<file path="src/dbg_pkg.sv">
`default_nettype none

package dbg_pkg;

    localparam int WORD_W       = 32;
    localparam int BYTE_W       = 8;
    localparam int IMEM_ADDR_W  = 8;
    localparam int IMEM_DEPTH   = 256;
    localparam int CLKS_PER_BIT = 16;                   // baud divider
    localparam int BAUD_CNT_W   = $clog2(CLKS_PER_BIT);

    typedef logic [WORD_W-1:0]      word_t;
    typedef logic [BYTE_W-1:0]      byte_t;
    typedef logic [IMEM_ADDR_W-1:0] imem_addr_t;

    // host commands, first character in the top byte
    localparam word_t CMD_CHARGE = {8'h00, "chm"};
    localparam word_t CMD_CONT   = {8'h00, "com"};
    localparam word_t CMD_STEP   = {8'h00, "stm"};
    localparam word_t CMD_NEXT   = "nxst";
    localparam word_t CMD_CANCEL = "clst";
    localparam word_t END_INSTR  = 32'hFFFF_FFFF;      // closes a load, never stored

    typedef logic [63:0]  if_id_t;
    typedef logic [138:0] id_ex_t;
    typedef logic [75:0]  ex_mem_t;
    typedef logic [70:0]  mem_wb_t;

    typedef struct packed {
        if_id_t  if_id;     // sent first
        id_ex_t  id_ex;
        ex_mem_t ex_mem;
        mem_wb_t mem_wb;
    } pipe_latches_t;

    // 350 latch bits padded with zeros on top to a whole number of bytes
    localparam int DUMP_BYTES = 44;
    typedef logic [DUMP_BYTES*BYTE_W-1:0] dump_frame_t;

    typedef enum logic [2:0] {
        GEN_IDLE,
        LOAD_WAIT,
        LOAD_WRITE,
        RUN_CONT,
        STEP_WAIT,
        STEP_DECODE,
        STEP_EXEC,
        DUMP
    } dbg_state_t;

    typedef struct packed {
        logic       en;
        imem_addr_t addr;
        word_t      data;
    } imem_wr_t;

endpackage

`default_nettype wire

</file>
<file path="src/latch_dumper.sv">
`default_nettype none

module latch_dumper
    import dbg_pkg::*;
(
    input  wire   i_clk,
    input  wire   i_reset,
    input  wire   pipe_latches_t i_latches,
    input  wire   i_start,
    input  wire   i_tx_busy,
    output byte_t o_tx_byte,
    output logic  o_tx_send,
    output logic  o_done
);

    dump_frame_t                          snap;    // shifts left as bytes go out
    logic [$clog2(DUMP_BYTES + 1)-1:0]    sent;
    logic                                 active;

    always_ff @(posedge i_clk) begin
        if (i_reset) begin
            active    <= 1'b0;
            sent      <= '0;
            o_tx_send <= 1'b0;
            o_done    <= 1'b0;
        end else begin
            o_tx_send <= 1'b0;
            o_done    <= 1'b0;
            if (!active) begin
                if (i_start) begin
                    snap   <= dump_frame_t'(i_latches);    // zero-extended on top
                    sent   <= '0;
                    active <= 1'b1;
                end
            end else if (!o_tx_send && !i_tx_busy) begin
                // busy only rises the cycle after a send, so skip that cycle
                if (sent == DUMP_BYTES) begin
                    o_done <= 1'b1;     // last frame has left the line
                    active <= 1'b0;
                end else begin
                    o_tx_byte <= snap[$bits(dump_frame_t)-1 -: BYTE_W];
                    snap      <= snap << BYTE_W;
                    o_tx_send <= 1'b1;
                    sent      <= sent + 1'b1;
                end
            end
        end
    end

endmodule

`default_nettype wire

</file>
<file path="config.mk">
export PLATFORM = sky130hd
export DESIGN_NAME = latch_dumper
export DESIGN_NICKNAME = d
export VERILOG_FILES = /design/src/dbg_pkg.sv /design/src/latch_dumper.sv
export SDC_FILE = /design/constraint.sdc
export NUM_CORES = 1
export LEC_CHECK = 0
export BUFFER_PORTS_ARGS = -buffer_cell sky130_fd_sc_hd__clkbuf_2
export CORE_ASPECT_RATIO = 0.6
export CORE_MARGIN = 5
export CORE_UTILIZATION = 45
export CTS_CLUSTER_SIZE = 24
export DETAILED_ROUTE_END_ITERATION = 16
export PLACE_DENSITY = 0.69
export RECOVER_POWER = 25
export SLEW_MARGIN = 20
export SYNTH_ARGS = -nofsm -noshare
export SYNTH_HDL_FRONTEND = slang
export SYNTH_SLANG_ARGS = --single-unit
export TNS_END_PERCENT = 20
</file>
<file path="constraint.sdc">
create_clock -name i_clk -period 30.4 [get_ports i_clk]
set_clock_uncertainty 0.2 [all_clocks]
set_input_delay 0 -clock i_clk [delete_from_list [all_inputs] [get_ports i_clk]]
set_output_delay 0 -clock i_clk [all_outputs]
set_load 0.03 [all_outputs]
</file>
==> results.toml, run 1 <==
[clock_network]
h-tree-depth = 2
cts_resized = 0
clockBufferDepth = 3
clockRootBuffer = "clkbuf_16"
cts_setup_buffers = 0
cts_sinks = 369
holdBufCountCts = 333
cts_buffers = 37

[floorplanning]
die_width_um = 249
die_h_um = 153
fp-row-count = 52
boundaryPins = 364
initial_core_util_pct = 45.6

[synthesis]
synth_seq_cells = 369
seq_area_frac_synth_pct = 71.5
syn_area_um2 = 15400
synth.avg_cell_area_um2 = 19.1
synth_cells = 805
synth_warnings = 0
yosysUniqueCellTypes = 29
synth_nets = 1161

[outcome]
error_line = "[ERROR RSZ-0060] Max buffer count reached."
haltStage = "clock tree synthesis"
outcome = "aborted with a tool error"

[placed_design]
finalWeightedCongestion = 0.814
port-buffer-count = 363
hpwl_um = 22700
## synth_stat cells
library cell  instances  area (um^2)
edfxtp_1            360        10800
mux2_2              342         3850
buf_2                35          175
dfxtp_1               9          180
nor2b_1               8         50.1
clkbuf_1              7         26.3
a21oi_1               5         25.0
nand3_1               5         25.0
nand2_1               4         15.0
nor2_1                4         15.0
inv_1                 3         11.3
nand2b_1              3         18.8
and2_1                2         12.5
ha_1                  2         25.0
nor3_1                2         10.0
a311oi_1              1         8.76
a311oi_2              1         15.0
a41oi_1               1         8.76
nand4_1               1         6.26
nor3_2                1         10.0
nor3b_2               1         12.5
nor4_1                1         6.26
o211ai_1              1         7.51
o21a_1                1         7.51
o21ai_0               1         5.00
o21ai_2               1         8.76
or3_1                 1         6.26
or3b_4                1         11.3
xnor2_1               1         8.76
## kinds of logic after synthesis
group | count (synthesis) | share of synthesized area, %
buffers and inverters | 45 | 1.38
multiplexers | 342 | 25.1
AO/OA/AOI/OAI | 12 | 0.562
flip-flops | 369 | 71.5
XOR/XNOR | 1 | 0.0570
AND/OR/NAND/NOR | 34 | 1.29
adder cells (fa/ha/maj) | 2 | 0.163
## metrics by stage
| stage | setup WS, ps | std cells | area, um^2 | util [%] |
|---|---|---|---|---|
| floorplan | 11340 | 805 | 15400 | - |
| global placement | 26400 | 1592 | 17600 | 52.3 |
| detailed placement | 26340 | 1592 | 17600 | 52.3 |
==> run 2: changes to the inputs <==
- CORE_ASPECT_RATIO: 0.6 -> not set
- CORE_UTILIZATION: 45 -> 30
- CTS_CLUSTER_SIZE: 24 -> not set
- PLACE_DENSITY: 0.69 -> not set
- PLACE_DENSITY_LB_ADDON: not set -> 0.15
==> run 2 against run 1 <==
Net effect: the flow now finishes, with violations (max-capacitance violations, max-slew violations); synthesized cell count is the same; area after synthesis is the same.
==> results.toml, run 2 <==
[synthesis]
muxShareOfSynthArea_pct = 25.1
yosysUniqueCellTypes = 29
synth_compound_area_share_pct = 0.562
synth.avg_cell_area_um2 = 19.1
syn_area_um2 = 15400
synth-xor-area-share_pct = 0.0570
seq_area_frac_synth_pct = 71.5
synth_ff_type = "edfxtp_1"
synth-edff-count = 360
synth_seq_cells = 369
synthTopCellsByCount = "edfxtp_1 (360), mux2_2 (342), buf_2 (35)"
synth_top_family_by_area = "multiplexers"
synth_top_area_share_pct = 70.3
synth_cells = 805
synth-async-reset-ratio_pct = 0
synth.most_common_cell = "edfxtp_1"
yosysTopAreaCell = "edfxtp_1"
synth_nets = 1161
synth_warnings = 0
ys_top_cells_by_area = "edfxtp_1 (70%), mux2_2 (25%), dfxtp_1 (1.2%), buf_2 (1.1%), nor2b_1 (0.33%)"
synthAdderAreaFrac_pct = 0.163
yosys.area_share.simple_pct = 1.29

[grt]
grt_pass1_wl_um = 59300
gr-usage-met1_pct = 16.4
grt_antenna_before_repair = 6
grt_pass1_vias = 10700
met2_usage_pct = 22.8
grt_max_degree = 188
grt_most_used_layer = "met2"
track_usage_pct = 13.2
grt_overflow = 0
gr-usage-met3_pct = 3.51

[placed_design]
finalWeightedCongestion = 0.751
hpwl_um = 24200
port-buffer-count = 363

[clock_network]
clockRootBuffer = "clkbuf_16"
clockBufferDepth = 3
cts_resized = 0
cts_setup_buffers = 0
h-tree-depth = 2
cts_buffers = 43
cts_sinks = 369
clk_latency_ps = 560
cts_tree = "done"
clk_pin_slew_ps = 60

[power]
p_switching_uw = 269
p_leak_uw = 0.00850
ir_drop_mv = 0.0339
comb_power_share_pct = 11.0
finalPower_uw = 1260
switching_share_pct = 21.4
pwr-share-seq_pct = 48.3
internal_power_uw = 988
powerDensity_nw_per_um2 = 55.0
pwr-share-clk_pct = 40.8

[floorplanning]
initial_core_util_pct = 30.1
design.die.area_um2 = 55900
die_width_um = 236
boundaryPins = 364
die_h_um = 236
fp-row-count = 83
coreArea_um2 = 51000

[sta]
finalCritPeriodShare_pct = 23.4
maxSlewViolCount = 210
finalHoldViolations = 0
worstMarginPinSlew_ps = 3980
tns_ps = 0
layout_min_cycle_time_ps = 7120
relSlewSlack_pct = -166
rsz0062_at_grt = "false"
max_freq_mhz = 141
setup_violations = 0

[worst_setup_path]
required_ps = 30500
arrival_ps = 7210
ff2ff_setup_slack_ps = 23280
critPathKind = "flip-flop to flip-flop"
start_kind = "flip-flop"
crit_path_max_fanout = 73
crit_path_end_kind = "flip-flop"

[drt]
first_pass_iters = 4
detail_route.vias_per_cell = 4.23
wl_per_cell_um = 16.7
wl_um = 37600
drtIter0Drc = 599
vias = 9533
drcViolationCount = 0
drtAntennaViolNets = 0

[outcome]
outcome = "complete, but fails checks"
violations = "max-capacitance violations, max-slew violations"

[final_layout]
final_nets = 1890
largest_reg_flops = 352
reg.largest.list = "snap x352, o_tx_byte x8, sent x6"
area_growth_pct = 48.5
top_register = "snap"
drive_above_1_share_pct = 48.2
final_cell_mix = "edfxtp_1 (360), dlygate4sd3_1 (355), clkbuf_2 (353), mux2_2 (331), clkbuf_16 (43)"
final_common_cell = "edfxtp_1"

[min_path]
min_path_type = "input pin to flip-flop"

[run]
drv_cap = 3
-- run 2: metal layers --
layer	part of all wire, %	vias to the layer above	wire (um)
met4	2.2	0	840
met1	42	4620	15700
met5	0	-	0
met2	51	222	19100
met3	5.2	59	1960
li1	-	4632	-
-- run 2: final timing paths --
path,startpoint,to,cells past startpoint
worst max-delay path,active,snap[172],3
worst min-delay path,i_latches[343],snap[343],3
worst max register to register,active,snap[172],3
worst min register to register,snap[347],o_tx_byte[3],0
-- run 2: worst max-delay path: stages (launching register included) --
cell and delay [ps]:
dfxtp_1 2120, clkbuf_1 2930, buf_4 1050, mux2_2 430
-- run 2: through the flow --
step | cell area [um^2] | std cells | hold slack (ps) | util [%] | setup slack (ps)
6_report | 22800 | 2255 | 85.4 | 44.8 | 23280
3_5_place_dp | 17900 | 1813 | 71.6 | 35.1 | 25620
4_1_cts | 22900 | 2248 | 34.1 | 44.8 | 25610
3_3_place_gp | 17900 | 1813 | 73.4 | 35.1 | 25700
2_1_floorplan | 15400 | 805 | -122 | - | 11340
5_1_grt | 22800 | 2255 | 62.3 | 44.8 | 22650
-- run 2: power by group through the flow --
stage	logic (uW)	registers, uW	clock network (uW)
after floorplan	64.3	631	0
after global placement	98.0	617	0
after detailed placement	99.2	618	0
after CTS	139	607	533
after global routing	151	609	555
final	138	607	512
-- run 2: cells by family (layout without fill, tap and decap cells) --
kind of cell / Yosys count / in the layout
adders and majority gates: 2 / 2
buffers and inverters: 45 / 809
AOI/OAI and AO/OA: 12 / 12
DFF: 369 / 369
muxes: 342 / 342
other: 0 / 6
xor gates and xnor gates: 1 / 1
and+or+nand+nor: 34 / 34
-- run 2: layout make-up --
| cell class | instances | area [um^2] |
|---|---|---|
| Inverter | 3 | 11.3 |
| Multi-Input combinational cell | 391 | 4160 |
| Clock buffer | 50 | 1100 |
| Antenna cell | 6 | 15.0 |
| Tap cell | 680 | 851 |
| Sequential cell | 369 | 11000 |
| Clock inverter | 30 | 279 |
| Timing Repair Buffer | 726 | 5420 |
| Fill cell | 4551 | 28200 |
-- run 2: what timing repair did --
item | 4_1_cts | 5_1_grt
hold buffers | 355 | 0
hold endpoints to repair | 397 | 0
setup endpoints to repair | 0 | 0
(Power assumes the default switching activity.)
==> run 3: changes to the inputs <==
- ABC_AREA: not set -> 1
- clock period: 30.4 -> 5.8 ns (I/O delays scaled with it)
==> run 3 against run 2 <==
Net effect: the run still ends with max-capacitance violations, max-slew violations left; design area barely moved; register-to-register slack got worse by 22000 ps; sequential power rose to 5.3 times the previous value; critical path depth did not move; count of clock-buffer cells in the layout rose by 4; non-clock buffer count rose by 1; cell count rose by 31%; combinational power rose to 5.4 times the previous value; synthesized cell count rose by 93%; fmax rose by 60%; routed wire length rose by 21%; die area rose by 2.0%.
==> results.toml, run 3 <==
[synthesis]
synthTopCellsByCount = "nand2_1 (1,048), edfxtp_1 (360), buf_2 (30)"
yosysUniqueCellTypes = 21
synth_seq_cells = 369
synth_cells = 1553
synth.avg_cell_area_um2 = 10.1
seq_area_frac_synth_pct = 70.0
ys_top_cells_by_area = "edfxtp_1 (69%), nand2_1 (25%), buf_6 (1.4%), dfxtp_1 (1.1%), buf_2 (0.96%)"
synth_top_family_by_area = "simple AND/OR/NAND/NOR gates"
synth.most_common_cell = "nand2_1"
yosysTopAreaCell = "edfxtp_1"
yosys.area_share.simple_pct = 26.0
syn_area_um2 = 15700
synth_compound_area_share_pct = 0.335
muxShareOfSynthArea_pct = 0
synth_warnings = 0
synth-async-reset-ratio_pct = 0
synth_nets = 1909
synthAdderAreaFrac_pct = 0.159
synth-xor-area-share_pct = 0
synth-edff-count = 360
synth_top_area_share_pct = 68.9
synth_ff_type = "edfxtp_1"

[clock_network]
cts_buffers = 43
cts_sinks = 369
clockBufferDepth = 3
cts_tree = "done"
clk_pin_slew_ps = 60
clockRootBuffer = "clkbuf_16"
cts_setup_buffers = 0
h-tree-depth = 2
clk_latency_ps = 560

[worst_setup_path]
arrival_ps = 4650
start_kind = "flip-flop"
crit_path_end_kind = "flip-flop"
required_ps = 5990
critPathKind = "flip-flop to flip-flop"
crit_path_max_fanout = 86

[grt]
grt_antenna_before_repair = 3
grt_max_degree = 182
grt_pass1_vias = 13200
track_usage_pct = 15.4
grt_overflow = 0
grt_pass1_wl_um = 70400

[sta]
setup_violations = 0
finalHoldViolations = 0
max_freq_mhz = 224
worstMarginPinSlew_ps = 3530
rsz0062_at_grt = "false"
layout_min_cycle_time_ps = 4460
fin_ws_ps = 1340
tns_ps = 0
holdWs_ps = 53.1
finalCritPeriodShare_pct = 76.9
maxSlewViolCount = 83
relSlewSlack_pct = -135

[floorplanning]
initial_core_util_pct = 30.4
coreArea_um2 = 51600
boundaryPins = 364
die_width_um = 239
fp-row-count = 83
design.die.area_um2 = 57000
die_h_um = 239

[final_layout]
drive_above_1_share_pct = 18.8
top_register = "snap"
largest_reg_flops = 352
final_common_cell = "nand2_1"
reg.largest.list = "snap x352, o_tx_byte x8, sent x6"
fin_util_pct = 44.2
final_cell_mix = "nand2_1 (1,046), edfxtp_1 (360), dlygate4sd3_1 (355), clkbuf_2 (353), clkbuf_16 (43)"
final_nets = 2602
area_growth_pct = 45.5
fillers = 4885

[drt]
dr_wl_met2_um = 21300
top_layer = "met5"
drt-met1-wl_um = 19500
first_pass_iters = 5
detail_route.vias_per_cell = 4.31
vias = 12800
drtIter0Drc = 856
wl_um = 45300
drcViolationCount = 0
wl_per_cell_um = 15.3
wl_met3_um = 2770
drtAntennaViolNets = 0

[placed_design]
finalWeightedCongestion = 0.768
port-buffer-count = 363
pre_cts_slack_ps = 2090
hpwl_um = 27800

[min_path]
min_path_type = "input pin to flip-flop"

[power]
p_switching_uw = 1520
switching_share_pct = 23.5
powerDensity_nw_per_um2 = 283
pwr-share-seq_pct = 49.4
internal_power_uw = 4950
comb_power_share_pct = 11.6
pwr-share-clk_pct = 39.0
finalPower_uw = 6470
ir_drop_mv = 0.193
p_leak_uw = 0.0103

[run]
drv_cap = 1

[outcome]
violations = "max-capacitance violations, max-slew violations"
outcome = "complete, but fails checks"
==> run 3: cell types whose count changed after synthesis, sizes merged, moves of 12 or more <==
cell	change
mux2	-342
buf	+17
inv	+15
nor2	+12
nand2	+1046
clkbuf	+20
==> run 3: power by group through the flow <==
stage | sequential, uW | combinational (uW) | clock (uW)
after CTS | 3200 | 756 | 2610
after floorplan | 3260 | 340 | 0
after global placement | 3250 | 557 | 0
after global routing | 3210 | 845 | 2720
after detailed placement | 3250 | 565 | 0
final | 3200 | 750 | 2520
==> run 3: cells by family after synthesis <==
logic type,Yosys count
AOI/OAI and AO/OA,10
adders and majority gates,2
buffers and inverters,97
DFF,369
and+or+nand+nor,1075
==> run 3: what timing repair did <==
item,CTS,global route
endpoints found under the hold margin,370,0
gates resized for setup,0,0
hold buffers,355,0
==> run 3: area by class of cell <==
type / count / area [um^2] / area share [%]
Antenna cell: 3 / 7.51 / 0.0329
Clock buffer: 54 / 1120 / 4.89
Clock inverter: 21 / 156 / 0.685
Inverter: 18 / 75.1 / 0.329
Multi-Input combinational cell: 1087 / 4170 / 18.3
Sequential cell: 369 / 11000 / 48.2
Tap cell: 680 / 851 / 3.73
Timing Repair Buffer: 727 / 5460 / 23.9
==> run 3: critical path, cell delays in order, from the launching register on <==
cell and delay [ps]:
dfxtp_4 930, clkbuf_1 2530, nand2_1 340, nand2_1 210
==> run 3: worst paths after layout <==
check	start	endpoint	slack, ps	depth (start not counted)
worst max-delay path	active	snap[248]	1340	3
worst min-delay path	i_latches[320]	snap[320]	50	4
worst max register to register	active	snap[248]	1340	3
worst min register to register	snap[351]	o_tx_byte[7]	220	0
==> run 3: metrics by stage <==
| step | std cells | instance area (um^2) |
|---|---|---|
| floorplan | 1553 | 15700 |
| global placement | 2526 | 18000 |
| detailed placement | 2526 | 18000 |
| CTS | 2956 | 22800 |
| global route | 2957 | 22800 |
| finish | 2959 | 22800 |
==> run 3: routing by layer <==
metal	vias to the layer above	track usage (%)
met2	384	25.1
met1	5871	20.1
met5	-	0
met4	2	6.61
li1	6384	-
met3	116	3.03
==> run 4: changes to the inputs <==
- clock period: 5.8 -> 3.7 ns (I/O delays scaled with it)
==> run 4 against run 3 <==
Net effect: the run still ends with max-capacitance violations, max-slew violations left; die area did not move; worst hold slack improved by 8.4 ps; critical endpoint is now snap[281]; core utilization rose by 0.14 points; combinational power rose by 60%; highest routed layer is now met4; global-route usage fell by 0.20 points; via count rose by 1.5%; flip-flop and latch count did not move.
==> results.toml, run 4 (synthesized netlist as in run 3, its figures left out) <==
[power]
powerDensity_nw_per_um2 = 444
p_leak_uw = 0.0103
ir_drop_mv = 0.260

[worst_setup_path]
cp_slowest_cell = "nor3_1"
critPathLaunch = "active"
required_ps = 3680
crit_path_end_kind = "flip-flop"
crit_path_max_fanout = 100
start_kind = "flip-flop"
worst_r2r_startpoint = "active"
crit_path_end = "snap[281]"
arrival_ps = 2900
ff2ff_setup_slack_ps = 780
critPathKind = "flip-flop to flip-flop"
reg2regPathDepth = 6
crit_chain = "inv_8, nor3_1, nand2_4, a21oi_4, clkbuf_1, buf_12"
max_stage_delay_ps = 530
worstReg2RegEnd = "snap[281]"

[sta]
finalHoldViolations = 0
rsz0062_at_grt = "false"
max_freq_mhz = 342
setup_violations = 0
maxSlewViolCount = 92
finalCritPeriodShare_pct = 78.9
tns_ps = 0
worstMarginPinSlew_ps = 1740
layout_min_cycle_time_ps = 2920
relSlewSlack_pct = -15.8
fin_ws_ps = 779
holdWs_ps = 61.6

[drt]
wl_um = 44700
first_pass_iters = 6
detail_route.vias_per_cell = 4.38
drtIter0Drc = 809
drcViolationCount = 0
wl_per_cell_um = 15.1
vias = 13000
drtAntennaViolNets = 0

[clock_network]
clk_latency_ps = 540
cts_tree = "done"
clockRootBuffer = "clkbuf_16"
cts_sinks = 369
clk_pin_slew_ps = 60
cts_setup_buffers = 0
cts_buffers = 42
h-tree-depth = 2
clockBufferDepth = 3

[final_layout]
postLayoutCellArea_um2 = 22900
antenna_cells = 0
area_growth_pct = 46.0
reg.largest.list = "snap x352, o_tx_byte x8, sent x6"
drive_above_1_share_pct = 19.2
final_common_cell = "nand2_1"
largest_reg_flops = 352
final_nets = 2606
final_cell_mix = "nand2_1 (1,046), edfxtp_1 (360), dlygate4sd3_1 (355), clkbuf_2 (355), clkbuf_16 (43)"
top_register = "snap"
fin_util_pct = 44.4

[grt]
grt_overflow = 0
track_usage_pct = 15.2
grt_max_degree = 205
grt_pass1_wl_um = 69800
grt_antenna_before_repair = 0
grt_pass1_vias = 13500

[floorplanning]
die_width_um = 239
die_h_um = 239
coreArea_um2 = 51600
initial_core_util_pct = 30.4
boundaryPins = 364
design.die.area_um2 = 57000
fp-row-count = 83

[placed_design]
hpwl_um = 27300
pre_cts_slack_ps = 1180
port-buffer-count = 363
finalWeightedCongestion = 0.774
placed_area_um2 = 18100

[run]
drv_cap = 1

[outcome]
outcome = "complete, but fails checks"
violations = "max-capacitance violations, max-slew violations"

[min_path]
min_path_type = "input pin to flip-flop"
-- run 4: cell count changes in the layout (fill, tap and decap cells not counted), sizes merged --
cell and change:
clkinvlp +1, buf +3, inv -2, bufinv +1, diode -3, clkbuf +1
-- run 4: per-stage QoR --
| step | cells | total power, uW |
|---|---|---|
| 2_1_floorplan | 1553 | 5640 |
| 3_3_place_gp | 2531 | 5980 |
| 3_5_place_dp | 2531 | 5990 |
| 4_1_cts | 2960 | 10300 |
| 5_1_grt | 2960 | 10700 |
| 6_report | 2960 | 10200 |
-- run 4: worst min path at each step --
stage	cells past startpoint	end	startpoint	slack, ps
3_5_place_dp	3	snap[54]	i_latches[54]	70
5_1_grt	4	snap[329]	i_latches[329]	50
2_1_floorplan	3	o_done	i_tx_busy	-40
4_1_cts	4	snap[54]	i_latches[54]	20
3_3_place_gp	3	snap[11]	i_latches[11]	70
6_report	4	snap[301]	i_latches[301]	60
-- run 4: final cells by class --
class	instances	area (um^2)
clock buffers	53	1110
clock inverters	21	185
fillers	4810	28700
inverters	18	75.1
multi-input cells	1087	4160
flip-flops and latches	369	11000
well taps	680	851
repair buffers	732	5530
-- run 4: critical path, delay by kind of cell, from the launching register on --
kind | cells | cell delay [ps]
buf+inv | 3 | 840
simple gates | 2 | 720
compound gates | 1 | 270
flops | 1 | 370
-- run 4: timing repair --
| action | CTS | global route |
|---|---|---|
| hold endpoints to repair | 407 | 0 |
| hold buffers | 355 | 0 |
| gates resized for setup | 0 | 0 |
-- run 4: routing by layer --
metal | vias up | track usage [%] | share of wire [%]
met5 | - | 0 | 0
met4 | 0 | 5.72 | 3.4
met3 | 97 | 2.79 | 5.6
met2 | 388 | 25.6 | 48
met1 | 6080 | 19.6 | 43
li1 | 6386 | - | -
-- run 4: report_power, final --
part           internal (uW)  switching (uW)
Sequential              4920            67.0
Combinational            561             634
Clock                   2340            1650
